==> config.mk <==
export PLATFORM = sky130hd
export DESIGN_NAME = unary_row
export DESIGN_NICKNAME = d
export VERILOG_FILES = /design/src/logic/usys_pkg.sv /design/src/logic/pe_link_if.sv /design/src/logic/unary_row.sv /design/src/logic/pe_inner.sv /design/src/logic/pe_border.sv /design/src/logic/bit_accumulator.sv /design/src/logic/bitstream_gen.sv
export VERILOG_INCLUDE_DIRS = /design/src /design/src/include
export SDC_FILE = /design/constraint.sdc
export NUM_CORES = 1
export LEC_CHECK = 0
export ABC_AREA = 1
export BUFFER_PORTS_ARGS = -buffer_cell sky130_fd_sc_hd__clkbuf_2
export CORE_MARGIN = 5
export CORE_UTILIZATION = 30
export CTS_CLUSTER_DIAMETER = 80
export DETAILED_ROUTE_END_ITERATION = 8
export GPL_TIMING_DRIVEN = 0
export PLACE_DENSITY_LB_ADDON = 0.1
export SLEW_MARGIN = 20
export SYNTH_ARGS = -nofsm -noshare
export SYNTH_HDL_FRONTEND = slang
export SYNTH_SLANG_ARGS = --single-unit
==> constraint.sdc <==
create_clock -name clk -period 6.9 [get_ports clk]
set_input_delay 1.035 -clock clk [delete_from_list [all_inputs] [get_ports clk]]
set_output_delay 1.035 -clock clk [all_outputs]
set_load 0.05 [all_outputs]
==> src/include/usys_config.svh <==
`ifndef USYS_CONFIG_SVH
`define USYS_CONFIG_SVH

// Input and weight width.
`define USYS_DWIDTH 8

// Partial sum width.
`define USYS_SWIDTH 20

// Columns in one row.
`define USYS_COLS 4

// Enable cycles in one multiply window, one per counter value.
`define USYS_WINDOW (1 << `USYS_DWIDTH)

`endif
==> src/logic/usys_pkg.sv <==
`include "usys_config.svh"

package usys_pkg;

    // Unsigned input or weight word.
    typedef logic [`USYS_DWIDTH-1:0] data_t;

    // Unsigned partial sum.
    typedef logic [`USYS_SWIDTH-1:0] sum_t;

    // One sum per column, column 0 at index 0.
    typedef sum_t [`USYS_COLS-1:0] sum_vec_t;

    // Start state of the random source.
    // Must be nonzero or the LFSR locks up.
    localparam data_t LFSR_SEED = data_t'(8'h01);

endpackage

==> src/logic/pe_link_if.sv <==
`timescale 1ns/1ps

interface pe_link_if;

    import usys_pkg::*;

    // Control strobes, one column late per hop.
    logic  en_wght;
    logic  clr_wght;
    logic  en_acc;
    logic  clr_acc;
    logic  mac_done;

    // Weight shifting along the row.
    data_t wght;

    // Shared streams from the border.
    logic  ifm_bit;
    data_t rand_w;

    modport tx (
        output en_wght, clr_wght, en_acc, clr_acc, mac_done,
        output wght, ifm_bit, rand_w
    );

    modport rx (
        input  en_wght, clr_wght, en_acc, clr_acc, mac_done,
        input  wght, ifm_bit, rand_w
    );

endinterface

==> src/logic/unary_row.sv <==
`timescale 1ns/1ps
`include "usys_config.svh"

module unary_row (
    input  logic               clk,
    input  logic               rst_n_i,
    input  logic               en_ifm_i,
    input  logic               clr_ifm_i,
    input  logic               en_wght_i,
    input  logic               clr_wght_i,
    input  logic               en_acc_i,
    input  logic               clr_acc_i,
    input  logic               mac_done_i,
    input  usys_pkg::data_t    ifm_i,
    input  usys_pkg::data_t    wght_i,
    input  usys_pkg::sum_vec_t ofm_i,
    output usys_pkg::sum_vec_t ofm_o,
    output logic               ofm_valid_o
);

    // Link k leaves column k.
    pe_link_if link [`USYS_COLS] ();

    pe_border u_border (
        .clk        (clk),
        .rst_n_i    (rst_n_i),
        .en_ifm_i   (en_ifm_i),
        .clr_ifm_i  (clr_ifm_i),
        .en_wght_i  (en_wght_i),
        .clr_wght_i (clr_wght_i),
        .en_acc_i   (en_acc_i),
        .clr_acc_i  (clr_acc_i),
        .mac_done_i (mac_done_i),
        .ifm_i      (ifm_i),
        .wght_i     (wght_i),
        .ofm_i      (ofm_i[0]),
        .ofm_o      (ofm_o[0]),
        .link_o     (link[0])
    );

    for (genvar k = 1; k < `USYS_COLS; k++) begin : g_inner
        pe_inner u_inner (
            .clk     (clk),
            .rst_n_i (rst_n_i),
            .link_i  (link[k-1]),
            .ofm_i   (ofm_i[k]),
            .link_o  (link[k]),
            .ofm_o   (ofm_o[k])
        );
    end

    // Last column's mac_done, one hop on, so every sum is settled.
    assign ofm_valid_o = link[`USYS_COLS-1].mac_done;

endmodule

==> src/logic/pe_inner.sv <==
`timescale 1ns/1ps

module pe_inner (
    input  logic           clk,
    input  logic           rst_n_i,
    pe_link_if.rx          link_i,
    input  usys_pkg::sum_t ofm_i,
    pe_link_if.tx          link_o,
    output usys_pkg::sum_t ofm_o
);

    import usys_pkg::*;

    data_t wght_q;
    logic  wght_bit;
    logic  prod_bit;

    // Shifted weight from the left neighbour.
    always_ff @(posedge clk) begin
        if (link_i.clr_wght) begin
            wght_q <= '0;
        end else if (link_i.en_wght) begin
            wght_q <= link_i.wght;
        end
    end

    // Same random number as the border, one hop later.
    assign wght_bit = (wght_q > link_i.rand_w);
    assign prod_bit = link_i.ifm_bit & wght_bit;

    bit_accumulator u_acc (
        .clk        (clk),
        .rst_n_i    (rst_n_i),
        .en_i       (link_i.en_acc),
        .clr_i      (link_i.clr_acc),
        .mac_done_i (link_i.mac_done),
        .prod_bit_i (prod_bit),
        .sum_i      (ofm_i),
        .sum_o      (ofm_o)
    );

    // Strobes for the next column.
    always_ff @(posedge clk or negedge rst_n_i) begin
        if (!rst_n_i) begin
            link_o.en_wght  <= 1'b0;
            link_o.clr_wght <= 1'b0;
            link_o.en_acc   <= 1'b0;
            link_o.clr_acc  <= 1'b0;
            link_o.mac_done <= 1'b0;
        end else begin
            link_o.en_wght  <= link_i.en_wght;
            link_o.clr_wght <= link_i.clr_wght;
            link_o.en_acc   <= link_i.en_acc;
            link_o.clr_acc  <= link_i.clr_acc;
            link_o.mac_done <= link_i.mac_done;
        end
    end

    // Payload hop.
    always_ff @(posedge clk) begin
        link_o.wght    <= wght_q;
        link_o.ifm_bit <= link_i.ifm_bit;
        link_o.rand_w  <= link_i.rand_w;
    end

endmodule

==> src/logic/pe_border.sv <==
`timescale 1ns/1ps

module pe_border (
    input  logic            clk,
    input  logic            rst_n_i,
    input  logic            en_ifm_i,
    input  logic            clr_ifm_i,
    input  logic            en_wght_i,
    input  logic            clr_wght_i,
    input  logic            en_acc_i,
    input  logic            clr_acc_i,
    input  logic            mac_done_i,
    input  usys_pkg::data_t ifm_i,
    input  usys_pkg::data_t wght_i,
    input  usys_pkg::sum_t  ofm_i,
    output usys_pkg::sum_t  ofm_o,
    pe_link_if.tx           link_o
);

    import usys_pkg::*;

    data_t ifm_q;
    data_t wght_q;
    data_t rand_w;
    logic  ifm_bit;
    logic  prod_bit;

    // Input feature register.
    always_ff @(posedge clk) begin
        if (clr_ifm_i) begin
            ifm_q <= '0;
        end else if (en_ifm_i) begin
            ifm_q <= ifm_i;
        end
    end

    // Head of the weight shift chain.
    always_ff @(posedge clk) begin
        if (clr_wght_i) begin
            wght_q <= '0;
        end else if (en_wght_i) begin
            wght_q <= wght_i;
        end
    end

    bitstream_gen u_gen (
        .clk        (clk),
        .rst_n_i    (rst_n_i),
        .en_i       (en_acc_i),
        .clr_i      (clr_acc_i),
        .ifm_i      (ifm_q),
        .wght_i     (wght_q),
        .ifm_bit_o  (ifm_bit),
        .rand_w_o   (rand_w),
        .prod_bit_o (prod_bit)
    );

    bit_accumulator u_acc (
        .clk        (clk),
        .rst_n_i    (rst_n_i),
        .en_i       (en_acc_i),
        .clr_i      (clr_acc_i),
        .mac_done_i (mac_done_i),
        .prod_bit_i (prod_bit),
        .sum_i      (ofm_i),
        .sum_o      (ofm_o)
    );

    // Strobes for column one.
    always_ff @(posedge clk or negedge rst_n_i) begin
        if (!rst_n_i) begin
            link_o.en_wght  <= 1'b0;
            link_o.clr_wght <= 1'b0;
            link_o.en_acc   <= 1'b0;
            link_o.clr_acc  <= 1'b0;
            link_o.mac_done <= 1'b0;
        end else begin
            link_o.en_wght  <= en_wght_i;
            link_o.clr_wght <= clr_wght_i;
            link_o.en_acc   <= en_acc_i;
            link_o.clr_acc  <= clr_acc_i;
            link_o.mac_done <= mac_done_i;
        end
    end

    // Weight leaves one cycle behind its register, streams stay aligned with en_acc.
    always_ff @(posedge clk) begin
        link_o.wght    <= wght_q;
        link_o.ifm_bit <= ifm_bit;
        link_o.rand_w  <= rand_w;
    end

endmodule

==> src/logic/bit_accumulator.sv <==
`timescale 1ns/1ps
`include "usys_config.svh"

module bit_accumulator (
    input  logic           clk,
    input  logic           rst_n_i,
    input  logic           en_i,
    input  logic           clr_i,
    input  logic           mac_done_i,
    input  logic           prod_bit_i,
    input  usys_pkg::sum_t sum_i,
    output usys_pkg::sum_t sum_o
);

    import usys_pkg::*;

    // One extra bit so a full window of ones fits.
    logic [`USYS_DWIDTH:0] cnt_q;

    // Ones counter over the window.
    always_ff @(posedge clk or negedge rst_n_i) begin
        if (!rst_n_i) begin
            cnt_q <= '0;
        end else if (clr_i) begin
            cnt_q <= '0;
        end else if (en_i) begin
            cnt_q <= cnt_q + prod_bit_i;
        end
    end

    // Partial sum added once per window.
    always_ff @(posedge clk or negedge rst_n_i) begin
        if (!rst_n_i) begin
            sum_o <= '0;
        end else if (mac_done_i) begin
            sum_o <= sum_i + sum_t'(cnt_q);
        end
    end

endmodule

==> src/logic/bitstream_gen.sv <==
`timescale 1ns/1ps

module bitstream_gen (
    input  logic            clk,
    input  logic            rst_n_i,
    input  logic            en_i,
    input  logic            clr_i,
    input  usys_pkg::data_t ifm_i,
    input  usys_pkg::data_t wght_i,
    output logic            ifm_bit_o,
    output usys_pkg::data_t rand_w_o,
    output logic            prod_bit_o
);

    import usys_pkg::*;

    // Galois feedback mask for x^8+x^6+x^5+x^4+1.
    localparam data_t LFSR_TAPS = data_t'(8'hB8);

    data_t cnt_q;
    data_t lfsr_q;
    logic  wght_bit;

    // Unary counter, one step per enable cycle.
    always_ff @(posedge clk or negedge rst_n_i) begin
        if (!rst_n_i) begin
            cnt_q <= '0;
        end else if (clr_i) begin
            cnt_q <= '0;
        end else if (en_i) begin
            cnt_q <= cnt_q + 1'b1;
        end
    end

    // Right shift, taps applied when a one drops out.
    always_ff @(posedge clk or negedge rst_n_i) begin
        if (!rst_n_i) begin
            lfsr_q <= LFSR_SEED;
        end else if (clr_i) begin
            lfsr_q <= LFSR_SEED;
        end else if (en_i) begin
            lfsr_q <= (lfsr_q >> 1) ^ (lfsr_q[0] ? LFSR_TAPS : '0);
        end
    end

    // Temporal code for the input.
    assign ifm_bit_o = (ifm_i > cnt_q);

    // Rate code for the weight.
    assign wght_bit = (wght_i > lfsr_q);

    assign rand_w_o = lfsr_q;

    // Product of the two streams.
    assign prod_bit_o = ifm_bit_o & wght_bit;

endmodule

==> impl_metrics.yaml, run 1 <==
outcome:
  status: "finished clean"
timing:
  slew_headroom: 0.584
  drv_slew: 0
  fin_crit_sh: 0.382
  max_freq_mhz: 380
  setup_slack_ps: 4270
  rsz0062_at_grt: "no"
  worstMarginPinSlew_ps: 623
  fin_crit_ps: 2630
  hold_viol: 0
  finClkSkew_ps: 15.8
  setup_tns_ps: 0
  setup_violations: 0
synth:
  synth_top_cell_by_area: "dfrtp_1"
  synth_top_area_frac: 0.290
  synth.area.top_cells: "dfrtp_1 29%, nand2_1 17%, dfxtp_1 14%"
  synth_compound_area_frac: 0.0682
  yosysWarningCount: 0
  muxShareOfSynthArea: 0
  ys_top_cells_by_count: "567 x nand2_1, 228 x inv_1, 161 x nand3_1, 147 x dfrtp_1, 99 x nor2_1"
  syn_area_um2: 12700
  synthArstFlopShare: 0.619
  ys_ff_latch: 239
  synth-adder-area-share: 0.0901
  synth_cell_types: 39
  yosys.area_share.simple: 0.314
  synth-edff-count: 0
  synth_xor_area_frac: 0.0131
  synth_area_per_cell_um2: 7.45
  synth.most_common_cell: "nand2_1"
  synth_cells: 1703
  synth_top_family_by_area: "simple AND/OR/NAND/NOR gates"
  ys.flop_type: "dfrtp_1"
  ys_seq_area_frac: 0.436
  synth_nets: 1897
worst_setup_path:
  start_kind: "register"
  slowest_stage: "dfrtp_1"
  crit_fanout: 5
  r2r_end: "u_border.u_acc.cnt_q[6]"
  worstPathArrival_ps: 3120
  max_stage_delay_ps: 430
  cp-end-kind: "register"
  reg2reg_from: "u_border.u_gen.cnt_q[3]"
  path_cells: "inv_1 > ha_1 > nand2_1 > o21ai_0 > nand2_1 > nand3_1 > o21ai_0 > nor2_1 > ha_1 > ha_1 > inv_1 > nor3_4 > nand2_2 > nor2_1 > a21oi_1 > nor3_1"
  r2r_cells: 16
  crit_required_ps: 7390
  r2r_slack_ps: 4270
  crit_top_cell: "ha_1"
  startpoint: "u_border.u_gen.cnt_q[3]"
  crit_type: "reg -> reg"
floorplan:
  start_util: 0.303
  io_pins: 186
  die_x_um: 216
  rows: 75
  die_area_um2: 46500
  core-area_um2: 41900
  die_h_um: 216
clocking:
  clk_latency_ps: 570
  path_clk_slew_ps: 60
  clockBufferDepth: 3
  clock_sinks: 239
  post_cts_buffers: 0
  numCtsBuffers: 31
  root_buffer: "clkbuf_16"
  cts_tree: "yes"
  cts_hold_buffers: 0
  htree_levels: 1
  postCtsResizedCells: 0
route:
  drc_errors: 0
  vias: 11100
  ant_nets: 0
  vias_per_cell: 4.46
  wl_per_cell_um: 13.8
  dr.first_iter.drc_count: 484
  dr.pass1.iters: 4
  totalWireLength_um: 34200
pwr:
  p_clk_frac: 0.443
  p_int_mw: 2.68
  leakage_nw: 7.87
  comb_power_share: 0.149
  power_mw: 3.77
  power.sequential.fraction: 0.409
  p_sw_frac: 0.289
  irDropWorstVdd_v: 0.000182
  power.switching_mw: 1.09
  power_density_nw_per_um2: 245
grt:
  grt_use_total: 0.144
  grt-ovfl-total: 0
  grt_pass1_vias: 11100
  grt_pass1_wl_um: 56200
  antenna_found_initial: 3
  grt_start_max_net_pins: 78
place:
  gp_congestion: 0.818
  io_buffers: 183
  dpl_worst_slack_ps: 4110
  dpl.hpwl_um: 26900
  place_area_um2: 14300
hold_path:
  min_from: "u_border.wght_q[0]"
  hp-class: "reg -> reg"
  min_to: "u_border.link_o.wght[0]"
  hold_depth: 0
cells_and_area:
  seq_area_um2: 5530
  final_cell_area_um2: 15400
  area_growth_pct: 21.4
  fin_util: 0.368
  nFillCells: 4500
  nets: 2114
  layout-drive-gt1-share: 0.147
  multi_input_area_um2: 6160
job:
  max_cap_viol_count: 0
## how the worst max path moves through the flow
stage | endpoint | depth (start not counted)
6_report | u_border.u_acc.cnt_q[6] | 16
5_1_grt | u_border.u_acc.cnt_q[6] | 16
4_1_cts | u_border.u_acc.cnt_q[6] | 16
3_5_place_dp | g_inner[3].u_inner.u_acc.sum_o[12] | 14
3_3_place_gp | g_inner[2].u_inner.link_o.clr_wght | 1
2_1_floorplan | g_inner[2].u_inner.u_acc.sum_o[16] | 13
## logic make-up (layout without fill, tap and decap cells)
logic type,Yosys count,after routing
AOI/OAI and AO/OA,164,164
and+or+nand+nor,929,929
adders and majority gates,89,89
xor gates and xnor gates,19,19
other,0,1
DFF,239,239
buffers and inverters,263,504
## state kept, by name, summed over array words and instances (netlist names), 2 cells and up
| register | cells |
|---|---|
| u_border.u_gen.rand_w_o | 8 |
| u_border.u_acc.cnt_q | 9 |
| u_border.link_o.rand_w | 8 |
| g_inner.u_inner.link_o.en_acc | 2 |
| g_inner.u_inner.link_o.clr_wght | 2 |
| u_border.wght_q | 8 |
| u_border.link_o.wght | 8 |
| g_inner.u_inner.u_acc.cnt_q | 27 |
| u_border.u_gen.cnt_q | 8 |
| g_inner.u_inner.link_o.clr_acc | 2 |
| u_border.u_acc.sum_o | 20 |
| g_inner.u_inner.link_o.en_wght | 2 |
| g_inner.u_inner.link_o.rand_w | 16 |
| g_inner.u_inner.link_o.mac_done | 3 |
| g_inner.u_inner.u_acc.sum_o | 60 |
| g_inner.u_inner.wght_q | 24 |
| g_inner.u_inner.link_o.wght | 16 |
| u_border.ifm_q | 8 |
| g_inner.u_inner.link_o.ifm_bit | 2 |
## cell type report
type / count / share of cell area
timing repair buffer: 184 / 0.0618
clock buffer: 46 / 0.0622
sequential: 239 / 0.359
clock inverter: 11 / 0.00845
multi-input combinational: 1201 / 0.400
tap: 539 / 0.0438
inverter: 236 / 0.0577
buffer: 27 / 0.00731
antenna: 1 / 0.000162
## per-stage QoR
step | hold slack [ps] | instances
6_report | 350 | 2484
5_1_grt | 352 | 2483
4_1_cts | 349 | 2483
3_5_place_dp | 336 | 2426
3_3_place_gp | 339 | 2425
2_1_floorplan | 325 | 1703
## power by group through the flow
stage	Combinational (mW)	Sequential [mW]	Clock, mW
6_report	0.561	1.54	1.67
5_1_grt	0.625	1.55	1.79
3_3_place_gp	0.565	1.57	0
2_1_floorplan	0.220	1.71	0
4_1_cts	0.573	1.54	1.74
3_5_place_dp	0.571	1.57	0
## per-layer routing
metal	share of wire	GRT usage	vias up	wire length [um]
li1	-	-	5878	-
met1	0.46	0.183	4986	15600
met2	0.48	0.252	175	16300
met3	0.049	0.0327	45	1690
met4	0.019	0.0314	4	646
met5	0.00061	0	-	21
## cells in the final DEF, fill, tap and decap left out, types with 16 or more instances in the layout
master	n
nor2_1	99
nand3_1	161
nor3_1	27
dfxtp_1	91
or2_2	16
nand2_1	567
dfrtp_1	147
clkbuf_1	21
o21ai_0	55
inv_1	228
nand4_1	17
clkbuf_16	36
clkbuf_2	182
a21oi_1	88
ha_1	85
## worst max-delay path: cells and delay by family (launching register included)
kind                     cells  cell delay, ps
flip-flops                   1             430
adder cells (fa/ha/maj)      3             680
AO/OA/AOI/OAI                3             340
AND/OR/NAND/NOR              8             940
buffers and inverters        2             150
(Power assumes the default switching activity.)
==> inputs of run 2 (changes only) <==
--- a/config.mk
+++ b/config.mk
@@ -6,7 +6,7 @@
 export SDC_FILE = /design/constraint.sdc
 export NUM_CORES = 1
 export LEC_CHECK = 0
-export ABC_AREA = 1
+export ABC_AREA = 0
 export BUFFER_PORTS_ARGS = -buffer_cell sky130_fd_sc_hd__clkbuf_2
 export CORE_MARGIN = 5
 export CORE_UTILIZATION = 30
==> constraint.sdc (replaced) <==
create_clock -name clk -period 2.8 [get_ports clk]
set_input_delay 0.42 -clock clk [delete_from_list [all_inputs] [get_ports clk]]
set_output_delay 0.42 -clock clk [all_outputs]
set_load 0.05 [all_outputs]
==> impl_metrics.yaml, run 2 <==
pwr:
  irDropWorstVdd_v: 0.000411
  power_mw: 8.67
  power_density_nw_per_um2: 608
  leakage_nw: 6.60
synth:
  synth.area.top_cells: "dfrtp_1 32%, dfxtp_1 16%, ha_1 9.1%"
  yosysWarningCount: 0
  ys_ff_latch: 239
  ys_seq_area_frac: 0.473
  synth_nets: 1335
  synth_xor_area_frac: 0.0623
  yosys.area_share.simple: 0.124
  synth_top_area_frac: 0.315
  synth.most_common_cell: "dfrtp_1"
  synth_cells: 1141
  synth_compound_area_frac: 0.132
  syn_area_um2: 11700
  synth_top_cell_by_area: "dfrtp_1"
  muxShareOfSynthArea: 0.0775
  synth_top_family_by_area: "compound AO/OA/AOI/OAI gates"
  ys.flop_type: "dfrtp_1"
  synthArstFlopShare: 0.619
  synth_cell_types: 64
  synth-edff-count: 0
  synth-adder-area-share: 0.0980
  ys_top_cells_by_count: "147 x dfrtp_1, 137 x nor2_1, 91 x dfxtp_1, 85 x ha_1, 81 x a21oi_1"
  synth_area_per_cell_um2: 10.2
grt:
  grt_pass1_wl_um: 48400
  grt_use_total: 0.133
  antenna_found_initial: 1
  grt_pass1_vias: 9273
  grt-ovfl-total: 0
  grt_start_max_net_pins: 82
place:
  io_buffers: 183
  dp.cells: 1843
  gp_congestion: 0.791
  place_area_um2: 13300
  dpl_worst_slack_ps: -14.7
  dpl.hpwl_um: 21900
floorplan:
  die_h_um: 207
  core-area_um2: 38600
  die_x_um: 207
  start_util: 0.303
  rows: 72
  die_area_um2: 43000
  io_pins: 186
worst_setup_path:
  start_kind: "register"
  crit_required_ps: 3280
  r2r_end: "u_border.u_acc.cnt_q[8]"
  crit_fanout: 3
  cp-end-kind: "register"
  r2r_cells: 14
  worstPathArrival_ps: 3080
  crit_end: "u_border.u_acc.cnt_q[8]"
  reg2reg_from: "u_border.u_gen.cnt_q[1]"
  crit_type: "reg -> reg"
  startpoint: "u_border.u_gen.cnt_q[1]"
  r2r_slack_ps: 200
route:
  vias_per_cell: 4.60
  wl_per_cell_um: 15.1
  dr.first_iter.drc_count: 205
  totalWireLength_um: 28700
  dr.pass1.iters: 4
  ant_nets: 0
  vias: 8733
  drc_errors: 0
cells_and_area:
  most-common-layout-cells: "182 x clkbuf_2, 147 x dfrtp_1, 137 x nor2_1"
  reg.largest.list: "g_inner.u_inner.u_acc.sum_o: 60 flops, g_inner.u_inner.u_acc.cnt_q: 27 flops, g_inner.u_inner.wght_q: 24 flops"
  largest_register_ffs: 60
  antenna_cells: 0
  area_growth_pct: 22.2
  fin_util: 0.370
  nFillCells: 4051
  layout_commonest_cell: "clkbuf_2"
  layout.cells.non_filler: 1900
  final_cell_area_um2: 14300
  nets: 1555
  largest_register: "g_inner.u_inner.u_acc.sum_o"
  layout-drive-gt1-share: 0.210
timing:
  worstMarginPinSlew_ps: 604
  slew_headroom: 0.591
  hold_viol: 0
  max_freq_mhz: 385
  fin_crit_ps: 2600
  drv_slew: 0
  finClkSkew_ps: 10.4
  setup_slack_ps: 200
  setup_violations: 0
  fin_crit_sh: 0.928
  rsz0062_at_grt: "no"
  setup_tns_ps: 0
  hold-worst-slack_ps: 41.2
clocking:
  path_clk_slew_ps: 60
  cts_tree: "yes"
  clock_sinks: 239
  clockBufferDepth: 3
  numCtsBuffers: 29
  htree_levels: 1
  clk_latency_ps: 560
  root_buffer: "clkbuf_16"
hold_path:
  hp-class: "in -> reg"
outcome:
  status: "finished clean"
job:
  max_cap_viol_count: 0
## run 2: cell types whose count changed after synthesis, sizes merged, moves of 32 or more
cell   previous run  this run
inv             231        67
mux2              0        32
mux2i             0        54
nand2           569        54
nand3           165        12
xor2              7        46
## run 2: how the worst min path moves through the flow
stage          cells after the start                           startpoint                             endpoint  slack, ps
2_1_floorplan                      0                              rst_n_i    g_inner[1].u_inner.link_o.clr_acc        120
3_3_place_gp                       0  g_inner[1].u_inner.link_o.rand_w[4]  g_inner[2].u_inner.link_o.rand_w[4]        350
3_5_place_dp                       0  g_inner[1].u_inner.link_o.rand_w[7]  g_inner[2].u_inner.link_o.rand_w[7]        340
4_1_cts                            1                             en_acc_i               u_border.link_o.en_acc          2
5_1_grt                            1                            clr_acc_i              u_border.link_o.clr_acc         10
6_report                           1                             en_acc_i               u_border.link_o.en_acc         40
## run 2: layer usage
layer	up-vias	GRT usage	wire [um]
met5	-	0	13
met4	2	0.0337	603
met3	46	0.0317	1400
met1	4079	0.173	13100
li1	4455	-	-
met2	151	0.225	13600
## run 2: worst max-delay path: stages, from the launching register on
cell and delay, ps:
dfrtp_1 370, inv_2 50, ha_1 280, nor2b_1 130
o21a_1 110, o21ai_0 70, a21oi_1 130, o22a_1 190
o211a_1 180, ha_2 210, ha_4 130, and3_4 190
nand2_1 60, or3_1 300, a21oi_1 140
## run 2: cell type report
cell class                 instances  area [um2]  share of cell area
timing repair buffer             189        1000              0.0701
clock buffer                      42         856              0.0600
multi-input combinational        802        5790               0.406
inverter                          68         255              0.0179
tap                              518         648              0.0454
clock inverter                    10        68.8             0.00482
buffer                            32         124             0.00868
sequential                       239        5530               0.387
## run 2: power breakdown
group | switching [mW] | internal, mW | total (mW)
Clock | 1.48 | 2.12 | 3.60
Sequential | 0.133 | 3.65 | 3.78
Combinational | 0.883 | 0.408 | 1.29
## run 2: cell families after synthesis
kind of cell / after synthesis
xor gates and xnor gates: 83
AOI/OAI and AO/OA: 237
buffers and inverters: 100
and+or+nand+nor: 307
adders and majority gates: 89
muxes: 86
DFF: 239
## run 2: repair_timing
action                                  4_1_cts  5_1_grt
buffers inserted                              1        0
hold endpoints to repair                     70        0
hold buffers                                  4        0
endpoints found under the setup margin        1        2
resized for setup                             0        5
pin swaps                                     0        2
==> inputs of run 3 (changes only) <==
--- a/config.mk
+++ b/config.mk
@@ -8,9 +8,11 @@
 export LEC_CHECK = 0
 export ABC_AREA = 0
 export BUFFER_PORTS_ARGS = -buffer_cell sky130_fd_sc_hd__clkbuf_2
+export CORE_ASPECT_RATIO = 0.75
 export CORE_MARGIN = 5
 export CORE_UTILIZATION = 30
 export CTS_CLUSTER_DIAMETER = 80
+export CTS_CLUSTER_SIZE = 8
 export DETAILED_ROUTE_END_ITERATION = 8
 export GPL_TIMING_DRIVEN = 0
 export PLACE_DENSITY_LB_ADDON = 0.1
==> impl_metrics.yaml, run 3 (synthesis results as in run 2) <==
timing:
  fin_crit_ps: 2590
  rsz0062_at_grt: "no"
  worstMarginPinSlew_ps: 615
  setup_slack_ps: 215
  max_freq_mhz: 387
  fin_crit_sh: 0.923
  drv_slew: 0
  hold_viol: 0
  slew_headroom: 0.590
  finClkSkew_ps: 16.9
  hold-worst-slack_ps: 36.4
  setup_violations: 0
  setup_tns_ps: 0
clocking:
  path_clk_slew_ps: 60
  htree_levels: 2
  clock_sinks: 239
  root_buffer: "clkbuf_16"
  numCtsBuffers: 35
  clockBufferDepth: 3
  clk_latency_ps: 510
  cts_tree: "yes"
worst_setup_path:
  crit_top_cell: "ha_1"
  cp_num_buf_inv: 1
  crit_fanout: 3
  slowest_stage: "dfrtp_1"
  crit_type: "reg -> reg"
  cp-end-kind: "register"
  cp_top_family: "compound AO/OA/AOI/OAI gates"
  worstPathArrival_ps: 3020
  start_kind: "register"
  max_stage_delay_ps: 340
  crit_required_ps: 3240
  path_cells: "inv_1 > ha_1 > nor2b_1 > o21a_1 > o21ai_0 > a21oi_1 > o22a_2 > o211a_1 > ha_1 > ha_1 > and3_4 > nand2_1 > or3_1 > a21oi_1"
floorplan:
  start_util: 0.304
  die_h_um: 181
  core-area_um2: 38400
  die_x_um: 238
  io_pins: 186
  die_area_um2: 43000
  rows: 62
cells_and_area:
  layout_commonest_cell: "clkbuf_2"
  nets: 1559
  layout-drive-gt1-share: 0.202
  largest_register: "g_inner.u_inner.u_acc.sum_o"
  layout.cells.non_filler: 1900
  area_growth_pct: 22.7
  most-common-layout-cells: "182 x clkbuf_2, 147 x dfrtp_1, 137 x nor2_1"
  antenna_cells: 0
  largest_register_ffs: 60
  reg.largest.list: "g_inner.u_inner.u_acc.sum_o: 60 flops, g_inner.u_inner.u_acc.cnt_q: 27 flops, g_inner.u_inner.wght_q: 24 flops"
route:
  vias_per_cell: 4.56
  totalWireLength_um: 29100
  vias: 8663
  drc_errors: 0
  dr.first_iter.drc_count: 274
  dr.pass1.iters: 4
  ant_nets: 0
  wl_per_cell_um: 15.3
pwr:
  leakage_nw: 6.62
  irDropWorstVdd_v: 0.000342
  power_density_nw_per_um2: 629
grt:
  grt_use_total: 0.132
  grt_pass1_wl_um: 47000
  antenna_found_initial: 2
  grt_pass1_vias: 8720
  grt_start_max_net_pins: 81
  grt-ovfl-total: 0
job:
  max_cap_viol_count: 0
hold_path:
  hp-class: "in -> reg"
place:
  dpl_worst_slack_ps: 65.9
  gp_congestion: 0.832
  dpl.hpwl_um: 22100
  dp.cells: 1838
  io_buffers: 183
outcome:
  status: "finished clean"
[run 3: worst paths after layout]
| path | slack [ps] | depth (start not counted) | endpoint | startpoint |
|---|---|---|---|---|
| worst min register to register | 350 | 0 | g_inner[2].u_inner.link_o.rand_w[5] | g_inner[1].u_inner.link_o.rand_w[5] |
| min in group asynchronous | 320 | 2 | g_inner[3].u_inner.u_acc.sum_o[17] | rst_n_i |
| worst max register to register | 210 | 14 | u_border.u_acc.cnt_q[8] | u_border.u_gen.cnt_q[1] |
| worst min-delay path | 40 | 1 | u_border.link_o.clr_wght | clr_wght_i |
| worst max-delay path | 210 | 14 | u_border.u_acc.cnt_q[8] | u_border.u_gen.cnt_q[1] |
| max in group asynchronous | 1450 | 4 | u_border.u_gen.rand_w_o[0] | rst_n_i |
[run 3: worst register-to-register path, stage by stage, from the launching register on]
cell and delay [ps]:
dfrtp_1 340, inv_1 50, ha_1 290, nor2b_1 130, o21a_1 110, o21ai_0 60
a21oi_1 140, o22a_2 190, o211a_1 170, ha_1 170, ha_1 170, and3_4 190
nand2_1 60, or3_1 310, a21oi_1 140
[run 3: power by group]
part           leakage, nW  switching [mW]  internal, mW
sequential            2.57           0.135          3.65
combinational         3.57           0.888         0.410
clock                0.481            1.54          2.38
[run 3: metal layers]
metal | vias up | GRT usage | wire length (um)
li1 | 4465 | - | -
met1 | 4016 | 0.182 | 14200
met2 | 130 | 0.205 | 12900
met3 | 48 | 0.0348 | 1360
met4 | 4 | 0.0346 | 605
met5 | - | 0 | 34
[run 3: final cells by class]
class / instances / area (um2)
fillers: 3900 / 24100
multi-input cells: 802 / 5770
flip-flops and latches: 239 / 5530
repair buffers: 187 / 997
clock buffers: 58 / 983
well taps: 512 / 641
inverters: 68 / 255
plain buffers: 32 / 124
clock inverters: 2 / 25.0
[run 3: repair_timing]
item / in CTS / in global routing
gates resized for setup: 0 / 2
buffers inserted: 0 / 1
setup endpoints to repair: 0 / 5
hold buffers: 1 / 0
endpoints found under the hold margin: 12 / 0
[run 3: through the flow]
stage / power [mW] / instance area (um2) / utilization
after global placement: 5.15 / 13200 / 0.345
final: 9.01 / 14300 / 0.373
after detailed placement: 5.17 / 13300 / 0.346
after CTS: 9.20 / 14300 / 0.373
after floorplan: 4.70 / 11700 / -
after global routing: 9.46 / 14300 / 0.373
